===== src/rtl/periph_pkg.sv =====
`default_nettype none

package periph_pkg;

localparam int DATA_W  = 32;
localparam int STRB_W  = DATA_W / 8;
localparam int ADDR_W  = 32;
localparam int TGT_BIT = 27;

// cfgreg offsets
localparam logic [11:0] OFS_CORE_CTRL = 12'h000;
localparam logic [11:0] OFS_SCRATCH   = 12'h004;

// intc offsets
localparam logic [11:0] OFS_MSIP      = 12'h000;
localparam logic [11:0] OFS_MTIME     = 12'h004;
localparam logic [11:0] OFS_MTIMECMP  = 12'h008;
localparam logic [11:0] OFS_IE        = 12'h00c;
localparam logic [11:0] OFS_IP        = 12'h010;

typedef enum logic [1:0] {
    ST_IDLE,
    ST_SETUP,
    ST_ACCESS
} apb_state_e;

typedef enum logic [2:0] {
    REG_NONE,
    REG_CORE_CTRL,
    REG_SCRATCH,
    REG_MSIP,
    REG_MTIME,
    REG_MTIMECMP,
    REG_IE,
    REG_IP
} reg_e;

// replace the bytes selected by strb
function automatic logic [DATA_W-1:0] strb_merge(
    input logic [DATA_W-1:0] old_val,
    input logic [DATA_W-1:0] new_val,
    input logic [STRB_W-1:0] strb
);
    logic [DATA_W-1:0] res;
    res = old_val;
    for (int i = 0; i < STRB_W; i++) begin
        if (strb[i]) begin
            res[i*8 +: 8] = new_val[i*8 +: 8];
        end
    end
    return res;
endfunction

endpackage

`default_nettype wire


===== src/rtl/apb_decode.sv =====
`timescale 1ns/1ns
`default_nettype none

module apb_decode import periph_pkg::*; (
    input  logic                clk,
    input  logic                arst_n,

    input  logic                psel,
    input  logic                penable,
    input  logic [ADDR_W-1:0]   paddr,
    input  logic                pwrite,
    input  logic [STRB_W-1:0]   pstrb,
    input  logic [DATA_W-1:0]   pwdata,
    input  logic [DATA_W-1:0]   cfg_rdata,
    input  logic [DATA_W-1:0]   intc_rdata,
    output logic [DATA_W-1:0]   prdata,
    output logic                pslverr,
    output logic                pready,

    output reg_e                reg_sel,
    output logic                wr_en,
    output logic                rd_en,
    output logic [DATA_W-1:0]   wdata,
    output logic [STRB_W-1:0]   wstrb
);

apb_state_e  state;
apb_state_e  state_nxt;
reg_e        dec_reg;
logic        access_cyc;
logic        dec_err;

// state holds the bus phase seen in the previous cycle
always_comb begin
    if (psel && !penable) begin
        state_nxt = ST_SETUP;
    end else if (psel && penable) begin
        state_nxt = ST_ACCESS;
    end else begin
        state_nxt = ST_IDLE;
    end
end

always_ff @(posedge clk or negedge arst_n) begin
    if (!arst_n) begin
        state <= ST_IDLE;
    end else begin
        state <= state_nxt;
    end
end

// first access cycle only, no wait states
assign access_cyc = (state == ST_SETUP) && psel && penable;

always_comb begin
    dec_reg = REG_NONE;
    if (paddr[TGT_BIT]) begin
        case (paddr[11:0])
            OFS_MSIP:     dec_reg = REG_MSIP;
            OFS_MTIME:    dec_reg = REG_MTIME;
            OFS_MTIMECMP: dec_reg = REG_MTIMECMP;
            OFS_IE:       dec_reg = REG_IE;
            // ip is read only
            OFS_IP:       dec_reg = pwrite ? REG_NONE : REG_IP;
            default:      dec_reg = REG_NONE;
        endcase
    end else begin
        case (paddr[11:0])
            OFS_CORE_CTRL: dec_reg = REG_CORE_CTRL;
            OFS_SCRATCH:   dec_reg = REG_SCRATCH;
            default:       dec_reg = REG_NONE;
        endcase
    end
end

assign dec_err = (dec_reg == REG_NONE);

assign reg_sel = access_cyc ? dec_reg : REG_NONE;
assign wr_en   = access_cyc && pwrite && !dec_err;
assign rd_en   = access_cyc && !pwrite && !dec_err;
assign wdata   = access_cyc ? pwdata : '0;
assign wstrb   = access_cyc ? pstrb : '0;

// response
assign pready  = access_cyc;
assign pslverr = access_cyc && dec_err;

always_comb begin
    if (!access_cyc || dec_err) begin
        prdata = '0;
    end else if (paddr[TGT_BIT]) begin
        prdata = intc_rdata;
    end else begin
        prdata = cfg_rdata;
    end
end

assert property (@(posedge clk) disable iff (!arst_n) $rose(penable) |-> $past(psel))
    else $error("penable rose without psel in the previous cycle");

assert property (@(posedge clk) disable iff (!arst_n) !(wr_en && rd_en))
    else $error("wr_en and rd_en both high");

endmodule

`default_nettype wire


===== src/rtl/cfgreg.sv =====
`timescale 1ns/1ns
`default_nettype none

module cfgreg import periph_pkg::*; (
    input  logic                clk,
    input  logic                arst_n,

    input  reg_e                reg_sel,
    input  logic                wr_en,
    input  logic                rd_en,
    input  logic [DATA_W-1:0]   wdata,
    input  logic [STRB_W-1:0]   wstrb,
    output logic [DATA_W-1:0]   cfg_rdata,

    output logic                core_rstn
);

logic [DATA_W-1:0] scratch;
logic              wr_ctrl;
logic              wr_scratch;

assign wr_ctrl    = wr_en && (reg_sel == REG_CORE_CTRL);
assign wr_scratch = wr_en && (reg_sel == REG_SCRATCH);

// core_ctrl bit 0 releases the core reset
always_ff @(posedge clk or negedge arst_n) begin
    if (!arst_n) begin
        core_rstn <= 1'b0;
    end else if (wr_ctrl && wstrb[0]) begin
        core_rstn <= wdata[0];
    end
end

always_ff @(posedge clk or negedge arst_n) begin
    if (!arst_n) begin
        scratch <= '0;
    end else if (wr_scratch) begin
        scratch <= strb_merge(scratch, wdata, wstrb);
    end
end

always_comb begin
    cfg_rdata = '0;
    if (rd_en) begin
        case (reg_sel)
            REG_CORE_CTRL: cfg_rdata = {{(DATA_W-1){1'b0}}, core_rstn};
            REG_SCRATCH:   cfg_rdata = scratch;
            default:       cfg_rdata = '0;
        endcase
    end
end

assert property (@(posedge clk) !arst_n |-> !core_rstn)
    else $error("core_rstn high during reset");

endmodule

`default_nettype wire


===== src/rtl/core_periph.sv =====
`timescale 1ns/1ns
`default_nettype none

module core_periph import periph_pkg::*; #(
    parameter int NUM_INTS = 32
) (
    input  logic                clk,
    input  logic                arst_n,

    // apb slave
    input  logic                psel,
    input  logic                penable,
    input  logic [ADDR_W-1:0]   paddr,
    input  logic                pwrite,
    input  logic [STRB_W-1:0]   pstrb,
    input  logic [DATA_W-1:0]   pwdata,
    output logic [DATA_W-1:0]   prdata,
    output logic                pslverr,
    output logic                pready,

    input  logic [NUM_INTS-1:0] ints,
    output logic                core_rstn,
    output logic                msip,
    output logic                mtip,
    output logic                meip
);

reg_e              reg_sel;
logic              wr_en;
logic              rd_en;
logic [DATA_W-1:0] wdata;
logic [STRB_W-1:0] wstrb;
logic [DATA_W-1:0] cfg_rdata;
logic [DATA_W-1:0] intc_rdata;

apb_decode u_apb_decode (
    .clk        ( clk        ),
    .arst_n     ( arst_n     ),
    .psel       ( psel       ),
    .penable    ( penable    ),
    .paddr      ( paddr      ),
    .pwrite     ( pwrite     ),
    .pstrb      ( pstrb      ),
    .pwdata     ( pwdata     ),
    .cfg_rdata  ( cfg_rdata  ),
    .intc_rdata ( intc_rdata ),
    .prdata     ( prdata     ),
    .pslverr    ( pslverr    ),
    .pready     ( pready     ),
    .reg_sel    ( reg_sel    ),
    .wr_en      ( wr_en      ),
    .rd_en      ( rd_en      ),
    .wdata      ( wdata      ),
    .wstrb      ( wstrb      )
);

cfgreg u_cfgreg (
    .clk        ( clk        ),
    .arst_n     ( arst_n     ),
    .reg_sel    ( reg_sel    ),
    .wr_en      ( wr_en      ),
    .rd_en      ( rd_en      ),
    .wdata      ( wdata      ),
    .wstrb      ( wstrb      ),
    .cfg_rdata  ( cfg_rdata  ),
    .core_rstn  ( core_rstn  )
);

intc #(
    .NUM_INTS   ( NUM_INTS   )
) u_intc (
    .clk        ( clk        ),
    .arst_n     ( arst_n     ),
    .core_rstn  ( core_rstn  ),
    .reg_sel    ( reg_sel    ),
    .wr_en      ( wr_en      ),
    .rd_en      ( rd_en      ),
    .wdata      ( wdata      ),
    .wstrb      ( wstrb      ),
    .intc_rdata ( intc_rdata ),
    .ints       ( ints       ),
    .msip       ( msip       ),
    .mtip       ( mtip       ),
    .meip       ( meip       )
);

endmodule

`default_nettype wire


===== src/rtl/intc.sv =====
`timescale 1ns/1ns
`default_nettype none

module intc import periph_pkg::*; #(
    parameter int NUM_INTS = 32
) (
    input  logic                clk,
    input  logic                arst_n,
    input  logic                core_rstn,

    input  reg_e                reg_sel,
    input  logic                wr_en,
    input  logic                rd_en,
    input  logic [DATA_W-1:0]   wdata,
    input  logic [STRB_W-1:0]   wstrb,
    output logic [DATA_W-1:0]   intc_rdata,

    input  logic [NUM_INTS-1:0] ints,
    output logic                msip,
    output logic                mtip,
    output logic                meip
);

logic [DATA_W-1:0]   mtime;
logic [DATA_W-1:0]   mtimecmp;
logic [NUM_INTS-1:0] ie;
logic [NUM_INTS-1:0] ip;
logic [DATA_W-1:0]   ie_wr;

logic wr_msip;
logic wr_mtime;
logic wr_mtimecmp;
logic wr_ie;

assign wr_msip     = wr_en && (reg_sel == REG_MSIP);
assign wr_mtime    = wr_en && (reg_sel == REG_MTIME);
assign wr_mtimecmp = wr_en && (reg_sel == REG_MTIMECMP);
assign wr_ie       = wr_en && (reg_sel == REG_IE);

// software interrupt
always_ff @(posedge clk or negedge arst_n) begin
    if (!arst_n) begin
        msip <= 1'b0;
    end else if (wr_msip && wstrb[0]) begin
        msip <= wdata[0];
    end
end

// timer held at zero until the core is released
always_ff @(posedge clk or negedge arst_n) begin
    if (!arst_n) begin
        mtime <= '0;
    end else if (!core_rstn) begin
        mtime <= '0;
    end else if (wr_mtime) begin
        mtime <= strb_merge(mtime, wdata, wstrb);
    end else begin
        mtime <= mtime + 1'b1;
    end
end

always_ff @(posedge clk or negedge arst_n) begin
    if (!arst_n) begin
        mtimecmp <= '1;
    end else if (wr_mtimecmp) begin
        mtimecmp <= strb_merge(mtimecmp, wdata, wstrb);
    end
end

assign mtip = (mtime >= mtimecmp);

// only the low NUM_INTS enable bits exist
assign ie_wr = strb_merge(DATA_W'(ie), wdata, wstrb);

always_ff @(posedge clk or negedge arst_n) begin
    if (!arst_n) begin
        ie <= '0;
        ip <= '0;
    end else begin
        ip <= ints;
        if (wr_ie) begin
            ie <= ie_wr[NUM_INTS-1:0];
        end
    end
end

assign meip = |(ip & ie);

always_comb begin
    intc_rdata = '0;
    if (rd_en) begin
        case (reg_sel)
            REG_MSIP:     intc_rdata = {{(DATA_W-1){1'b0}}, msip};
            REG_MTIME:    intc_rdata = mtime;
            REG_MTIMECMP: intc_rdata = mtimecmp;
            REG_IE:       intc_rdata = DATA_W'(ie);
            REG_IP:       intc_rdata = DATA_W'(ip);
            default:      intc_rdata = '0;
        endcase
    end
end

assert property (@(posedge clk) disable iff (!arst_n) (ie == '0) |-> !meip)
    else $error("meip high with all enables clear");

endmodule

`default_nettype wire


===== config.mk =====
export PLATFORM = sky130hd
export DESIGN_NAME = core_periph
export DESIGN_NICKNAME = d
export VERILOG_FILES = /design/src/rtl/periph_pkg.sv /design/src/rtl/apb_decode.sv /design/src/rtl/cfgreg.sv /design/src/rtl/core_periph.sv /design/src/rtl/intc.sv
export SDC_FILE = /design/constraint.sdc
export NUM_CORES = 1
export LEC_CHECK = 0
export ABC_AREA = 0
export BUFFER_PORTS_ARGS = -buffer_cell sky130_fd_sc_hd__buf_2
export CAP_MARGIN = 20
export CORE_AREA = 2 2 171 173
export DETAILED_ROUTE_END_ITERATION = 6
export DIE_AREA = 0 0 173 175
export PLACE_DENSITY = 0.54
export SYNTH_ARGS = -nofsm -noshare
export SYNTH_HDL_FRONTEND = slang
export SYNTH_SLANG_ARGS = --single-unit

===== constraint.sdc =====
create_clock -name clk -period 5.9 [get_ports clk]
set_clock_uncertainty 0.05 [all_clocks]
set_input_delay 0.885 -clock clk [delete_from_list [all_inputs] [get_ports clk]]
set_output_delay 0.885 -clock clk [all_outputs]
set_load 0.03 [all_outputs]

## Yosys cells after proc, flatten, opt, wreduce, memory -nomap -nowiden

Cells that the tools add are included.
W data, S select, Z words.

- Memories kept: 0
- ROM bits: 0
- RAM bits: 0
- Input bits: 105
- Output and inout port bits: 38
- Register bits: 164
- Latch bits: 0
- Logic and storage cells: 97

- Multipliers: 0
- Bitwise operators: 1
- $lt $le $gt $ge: 1
- Mux-type cells: 21
- $add $sub $neg: 1
- Shifts and indexed selects: 0
- Equality and inequality tests: 16
- Reductions and logical operators: 37
- Div/mod/pow operators: 0

Operators with widths:

| cell | count |
|---|---|
| $mux W32 | 7 |
| $pmux W32 S5 | 1 |
| $pmux W32 S2 | 1 |
| $add A32 B1 Y32 const B | 1 |
| $and A32 B32 Y32 | 1 |
| $ge A32 B32 Y1 | 1 |
| $mux W8 | 4 |
| $reduce_or A32 Y1 | 1 |
| $eq A12 B4 Y1 const B | 2 |
| $reduce_and A2 Y1 | 12 |
| $logic_and A1 B1 Y1 | 17 |
| $pmux W3 S5 | 1 |
| $eq A12 B3 Y1 const B | 1 |
| $eq A12 B5 Y1 const B | 1 |
| $eq A3 B3 Y1 const B | 4 |
| $logic_not A12 Y1 | 1 |
| $ne A3 B3 Y1 const B | 4 |
| $mux W3 | 3 |
| $eq A3 B2 Y1 const B | 2 |
| $logic_not A1 Y1 | 4 |
| $mux W2 | 2 |
| $mux W4 | 1 |
| $pmux W2 S2 | 1 |
| $eq A3 B1 Y1 const B | 1 |
| 3 further kinds | 3 |

## Logic depth before layout (Yosys ltp)

Gate-level depths: netlist of the first run.

- Word-level depth: 9
- Gate-level depth with buffers: 8

## By module

A second synthesis of the first run with hierarchy kept.

- Cell total of the unflattened synthesis: 938
- Area, all modules: 10032.1 µm²

Modules (own cells, without submodules):

| module | area an instance (µm²) | seq. area each (µm²) | cells an instance | times used |
|---|---|---|---|---|
| intc | 7064.3 | 3268.1 | 679 | 1 |
| cfgreg | 1661.6 | 825.8 | 110 | 1 |
| apb_decode | 1306.3 | 50.0 | 149 | 1 |

## Worst setup path after synthesis of the first run

OpenSTA, ideal clock, no wires.

- Path kind: input to output
- Start: input port paddr[7]
- End: output port prdata[10]
- Arrival: 2.534 ns
- Cell stages on the path: 7
- Setup slack: 2.431 ns
- Path buffers: 2
- Cells stage by stage: nor4_4 nand4_1 or3_1 clkbuf_1 clkbuf_1 o2bb2ai_1 o21a_1

- Longest elaborated chain between the ends: 9

Ends and longest elaborated chain:

| item | RTL line | text |
|---|---|---|
| from (decl) | core_periph.sv:13 | `input logic [ADDR_W-1:0] paddr,` |
| $eq A12 B5 Y1, or another cell as far along | apb_decode.sv:58 | `case (paddr[11:0])` |
| $pmux W3 S5 / $pmux W2 S2 (equally long branches) | apb_decode.sv:58, apb_decode.sv:68 |  |
| $mux W3 (*) | apb_decode.sv:57 | `if (paddr[TGT_BIT]) begin` |
| $mux W3 / $logic_not A3 Y1 (equally long branches) | apb_decode.sv:78, apb_decode.sv:76 |  |
| $eq A3 B3 Y1, or another cell as far along | intc.sv:92 | `case (reg_sel)` |
| $pmux W32 S5, or another cell as far along | intc.sv:92 |  |
| $mux W32 (on tied branches) | intc.sv:91, cfgreg.sv:44 |  |
| $mux W32 | apb_decode.sv:91 | `end else if (paddr[TGT_BIT]) begin` |
| $mux W32 (*) | apb_decode.sv:89 | `if (!access_cyc \|\| dec_err) begin` |
| to (decl) | core_periph.sv:17 | `output logic [DATA_W-1:0] prdata,` |

Mark *: on every way between the ends. The rest lies on a longest branch, timed or not.

## Worst setup path after layout of the first run

- Start: input port paddr[27]
- End: output port prdata[18]

- Longest elaborated chain between the ends: 7

Ends and longest elaborated chain:

| item | RTL line |
|---|---|
| $mux W3 | apb_decode.sv:57 |
| $mux W3 / $logic_not A3 Y1 (equally long branches) | apb_decode.sv:78, apb_decode.sv:76 |
| $eq A3 B3 Y1, or another cell as far along | intc.sv:92 |
| $pmux W32 S5, or another cell as far along | intc.sv:92 |
| $mux W32 (on tied branches) | intc.sv:91, cfgreg.sv:44 |
| $mux W32 | apb_decode.sv:91 |
| $mux W32 (*) | apb_decode.sv:89 |

Marks and branches as above.

==> impl_metrics.toml, run 1 <==
[outcome]
outcome = "finished, final reports clean"

[sta]
hold_ws_ns = 0.3750
setup_viol = 0
worstMarginPinSlew_ns = 1.218
fmax_ghz = 0.2008
slew_headroom = 0.1774
rsz0062_at_grt = "false"
setup_tns_ns = 0
hold_viol = 0
drv_slew = 0
fin_crit_ns = 4.980
fin_crit_sh = 0.8441

[pwr]
p_sw_frac = 0.2566
p_sw_w = 0.0006644
p_int_w = 0.001925
peakVddDrop_mv = 0.1445
p_total_w = 0.002590
p_comb_frac = 0.082
clockPowerShare = 0.458
powerDensity_nw_per_um2 = 225.3
leakagePower_nw = 5.084
sequentialPowerShare = 0.460

[critical_path]
r2r-start = "u_apb_decode.state[1]"
startpoint = "paddr[27]"
r2r_end = "u_intc.mtime[10]"
worstSetupEndpoint = "prdata[18]"
r2r_slack_ns = 3.00
endpoint_kind = "output port"
slowest_delay_ns = 0.83
rr_worst_depth = 6
worst-path-max-fanout = 22
crit_type = "in2out"
cp_slowest_cell = "or3_1"
cp-start-kind = "input port"
crit_chain = "buf_2, nor4b_2, nand4_1, buf_4, or3_1, buf_4, o2bb2ai_1, o21a_1, buf_2"
cp.required_ns = 4.97
critPathArrivalTime_ns = 4.05

[final_layout]
final_cells = 1439
syn_to_final_growth_pct = 16.90
nets = 1180
layout_commonest_cell = "dfrtp_1"
antenna_cells = 0
final_layout_size_suffix_gt1_frac = 0.2910
fin_util = 0.4048
final_cell_mix = "dfrtp_1, buf_2, a21oi_1"

[place]
place_hpwl_microns = 24750
dp_cells = 1407
place_congestion = 0.8690
port_buffers = 123

[clock_tree]
postCtsResizedCells = 0
cts_root_buf = "clkbuf_16"
hold_buffers = 0
clock_latency_ns = 0.43
post_cts_buffers = 0
cts_htree_levels = 4
cts_sinks = 164
path_clk_slew_ns = 0.06
cts_buffer_depth = 2
tritoncts = "built"
cts_buffers = 17

[floorplan]
die_w_microns = 173
start_util = 0.3463
die_h_microns = 175
rows = 62
fp.dieArea_sq_um = 30280
io_pins = 143
core_sq_um = 28390

[yosys]
synth_top_area_share = 0.3360
synth_warnings = 0
syn_nets = 1074
netlist_area_sq_um = 9832
synth_cell_types = 86
synth-edff-count = 0
syn_avg_cell_area_sq_um = 10.50
synth_largest_area_cell = "dfrtp_1"
synthTopCellsByArea = "dfrtp_1, dfstp_2, mux2_2"
async_flop_share = 1.000
ys_ff_latch = 164
yosysSeqAreaShare = 0.4215
syn_inst = 936
ys.flop_type = "dfrtp_1"

[global_route]
antenna_found_initial = 0
grt_max_degree = 66
grt_overflow = 0
grt_pass1_wl_microns = 51130
grt_usage = 0.2226
grt_pass1_vias = 8097

[drt]
viasPerCell = 5.792
first_pass_iters = 5
wl_per_cell_microns = 23.36
vias = 8335
totalWireLength_microns = 33610
drt-initial-drc-count = 672
drtAntennaViolNets = 0
drc_errors = 0

[job]
drv_cap = 0

[min_path]
hold_class = "in2async"
how the worst min path moves through the flow:
stage | from | to | slack [ns] | cells past startpoint
4_1_cts | arst_n | u_intc.ip[19] | 0.41 | 1
5_1_grt | arst_n | u_intc.ip[19] | 0.44 | 1
3_3_place_gp | u_intc.mtimecmp[20] | u_intc.mtimecmp[20] | 0.44 | 2
2_1_floorplan | u_intc.mtimecmp[19] | u_intc.mtimecmp[19] | 0.42 | 2
3_5_place_dp | u_cfgreg.scratch[12] | u_cfgreg.scratch[12] | 0.44 | 1
6_report | arst_n | u_intc.ip[19] | 0.37 | 1
synth_stat cells, types with 3 or more instances:
cell type and instances:
a21boi_0 5, and2_1 8, a221o_1 4, o211a_1 4
mux2_1 32, a211oi_1 8, mux2_2 58, mux2_4 8
nand3_2 5, o21a_1 37, or3_1 6, nand4_1 15
inv_1 41, nor2_1 20, nor3_2 3, a22o_1 3
a21oi_1 62, mux2i_1 39, o21ai_0 58, nand2b_1 3
nor2_8 4, a21o_1 6, or4_1 4, a22oi_1 21
nor4_4 3, nor3_1 21, buf_2 8, ha_1 33
clkbuf_1 41, a31oi_1 11, nand2_1 37, and3_1 10
dfrtp_1 132, o2bb2ai_1 32, dfstp_2 32, nand3_1 52
nor4_1 6
worst max-delay path, delay by kind of cell:
| family | cells | cell delay (ns) |
|---|---|---|
| compound gates | 2 | 0.39 |
| buf+inv | 4 | 1.14 |
| simple gates | 3 | 1.61 |
metal layers:
layer	up-vias	share of wire	GRT usage
li1	3753	-	-
met5	-	0	0
met1	4245	0.45	0.3094
met3	43	0.046	0.02633
met2	294	0.47	0.3613
met4	0	0.026	0.07309
flip-flops by register name, indices dropped and copies added, names as in the netlist:
name                flops
u_intc.msip             1
u_cfgreg.core_rstn      1
u_intc.mtimecmp        32
u_intc.ip              32
u_intc.mtime           32
u_apb_decode.state      2
u_cfgreg.scratch       32
u_intc.ie              32
final cells by class:
| cell class | instances | area [sq um] |
|---|---|---|
| Clock inverter | 10 | 143.9 |
| Multi-Input combinational cell | 677 | 5315 |
| Fill cell | 2818 | 16900 |
| Inverter | 41 | 153.9 |
| Sequential cell | 164 | 4144 |
| Timing Repair Buffer | 141 | 782.0 |
| Tap cell | 384 | 480.5 |
| Clock buffer | 22 | 474.2 |
cells by family after synthesis:
logic type	synth area share
buffers and inverters	0.03970
AOI/OAI and AO/OA	0.1937
xor gates and xnor gates	0.001782
DFF	0.4215
adders and majority gates	0.04200
muxes	0.1550
and+or+nand+nor	0.1463
power groups by stage:
stage / clock network, W / registers [W] / logic (W)
after global placement: 0 / 0.00121 / 0.000210
after floorplan: 0 / 0.00120 / 0.0000963
final: 0.00119 / 0.00119 / 0.000213
after global routing: 0.00125 / 0.00119 / 0.000233
after CTS: 0.00121 / 0.00119 / 0.000213
after detailed placement: 0 / 0.00121 / 0.000212
per-stage QoR:
step	setup WS [ns]	area [sq um]
global route	0.8651	11490
floorplan	2.431	9832
finish	0.9198	11490
detailed placement	1.000	10880
CTS	0.9863	11490
global placement	1.007	10880
Power figures use the tool's default switching activity.
==> inputs of run 2 (changes only) <==
--- a/config.mk
+++ b/config.mk
@@ -11,7 +11,7 @@
 export CORE_AREA = 2 2 171 173
 export DETAILED_ROUTE_END_ITERATION = 6
 export DIE_AREA = 0 0 173 175
-export PLACE_DENSITY = 0.54
+export PLACE_DENSITY = 0.56
 export SYNTH_ARGS = -nofsm -noshare
 export SYNTH_HDL_FRONTEND = slang
 export SYNTH_SLANG_ARGS = --single-unit
==> constraint.sdc (replaced) <==
create_clock -name clk -period 4.2 [get_ports clk]
set_clock_uncertainty 0.05 [all_clocks]
set_input_delay 0.63 -clock clk [delete_from_list [all_inputs] [get_ports clk]]
set_output_delay 0.63 -clock clk [all_outputs]
set_load 0.03 [all_outputs]
==> impl_metrics.toml, run 2 (synthesis gave the netlist of run 1 again) <==
[clock_tree]
hold_buffers = 0
post_cts_buffers = 0
tritoncts = "built"
cts_buffer_depth = 2
cts_sinks = 164
cts_buffers = 17
postCtsResizedCells = 0
clock_latency_ns = 0.44
path_clk_slew_ns = 0.07
cts_root_buf = "clkbuf_16"
cts_htree_levels = 4

[sta]
drv_slew = 0
worstMarginPinSlew_ns = 1.088
fmax_ghz = 0.2746
fin_crit_sh = 0.8669
rsz0062_at_grt = "false"
fin_crit_ns = 3.641
hold_viol = 0
slew_headroom = 0.2741
setup_tns_ns = 0
setup_viol = 0
fin_ws_ns = 0.5589

[min_path]
min_from = "ints[2]"
hold_class = "in2reg"

[place]
dp_slack_ns = 0.6109
place_congestion = 0.8996
dp_cells = 1416
place_hpwl_microns = 24760
port_buffers = 123

[drt]
drt-initial-drc-count = 657
first_pass_iters = 6
viasPerCell = 5.768
wl_per_cell_microns = 23.09
drc_errors = 0
totalWireLength_microns = 33440
drtAntennaViolNets = 0
vias = 8352

[final_layout]
final_cell_mix = "dfrtp_1, buf_2, a21oi_1"
ff_latch_area_sq_um = 4144
nets = 1189
syn_to_final_growth_pct = 17.85
final_layout_size_suffix_gt1_frac = 0.2989
layout_commonest_cell = "dfrtp_1"
antenna_cells = 0
multi_input_comb_area_sq_um = 5315
final_cells = 1448
fillers = 2825

[job]
drv_cap = 0

[floorplan]
core_sq_um = 28390
fp.dieArea_sq_um = 30280
io_pins = 143
die_w_microns = 173
start_util = 0.3463
rows = 62
die_h_microns = 175

[global_route]
grt_usage = 0.2201
grt_pass1_vias = 8188
antenna_found_initial = 1
grt_max_degree = 96
grt_pass1_wl_microns = 50270
grt_overflow = 0

[critical_path]
endpoint_kind = "output port"
crit_type = "in2out"
crit_buf_inv = 4
startpoint = "paddr[2]"
worst-path-max-fanout = 21
r2r-start = "u_cfgreg.core_rstn"
crit_chain = "buf_2, buf_4, nor3b_2, nor3b_4, buf_4, o2bb2ai_1, o21a_1, buf_2"
cp_slowest_cell = "buf_2"
slowest_delay_ns = 0.39
cp-start-kind = "input port"
crit_family = "buffers and inverters"
cp.required_ns = 3.52
critPathArrivalTime_ns = 2.96

[pwr]
leakagePower_nw = 5.142
powerDensity_nw_per_um2 = 319.4
peakVddDrop_mv = 0.2214

[outcome]
outcome = "finished, final reports clean"
[run 2: power breakdown]
group / internal (W) / total, W / switching, W
Combinational: 0.000111 / 0.000314 / 0.000202
Clock: 0.000996 / 0.00171 / 0.000718
Sequential: 0.00162 / 0.00167 / 0.0000575
Total: 0.00272 / 0.00370 / 0.000978
[run 2: cell type report]
type / instances / area share
Multi-Input combinational cell: 677 / 0.4587
Sequential cell: 164 / 0.3576
Clock inverter: 12 / 0.01425
Clock buffer: 20 / 0.04028
Tap cell: 384 / 0.04146
Timing Repair Buffer: 150 / 0.07440
Inverter: 41 / 0.01328
[run 2: worst register-to-register path: cells and delay by family, from the launching register on]
family / cells / cell delay (ns)
buffers and inverters: 1 / 0.77
AOI/OAI and AO/OA: 1 / 0.26
DFF: 1 / 0.93
and+or+nand+nor: 1 / 0.71
[run 2: path summary, 6_finish.rpt]
check                                           end  slack (ns)  cells after the start
max in group asynchronous       u_intc.mtimecmp[31]        2.92                      2
worst max-delay path                     prdata[22]        0.56                      8
worst min register to register  u_cfgreg.scratch[3]        0.46                      1
worst max register to register     u_intc.mtime[29]        1.41                      3
worst min-delay path                   u_intc.ip[2]        0.24                      1
min in group asynchronous           u_intc.mtime[4]        0.25                      1
[run 2: layer usage]
layer  vias to the layer above  wire (microns)  global-route usage
met3                        66            1766             0.03177
met1                      4193           14600              0.2914
met4                         2            1493              0.1084
met2                       312           15560              0.3532
met5                         -              12                   0
li1                       3779               -                   -
[run 2: through the flow]
step	util	total power, W	cell area, sq um	hold slack [ns]
after floorplan	-	0.001815	9832	0.2844
after global placement	0.3859	0.002009	10960	0.4343
after detailed placement	0.3859	0.002015	10960	0.4434
after CTS	0.4081	0.003728	11590	0.2275
after global routing	0.4081	0.003817	11590	0.2264
final	0.4081	0.003701	11590	0.2428
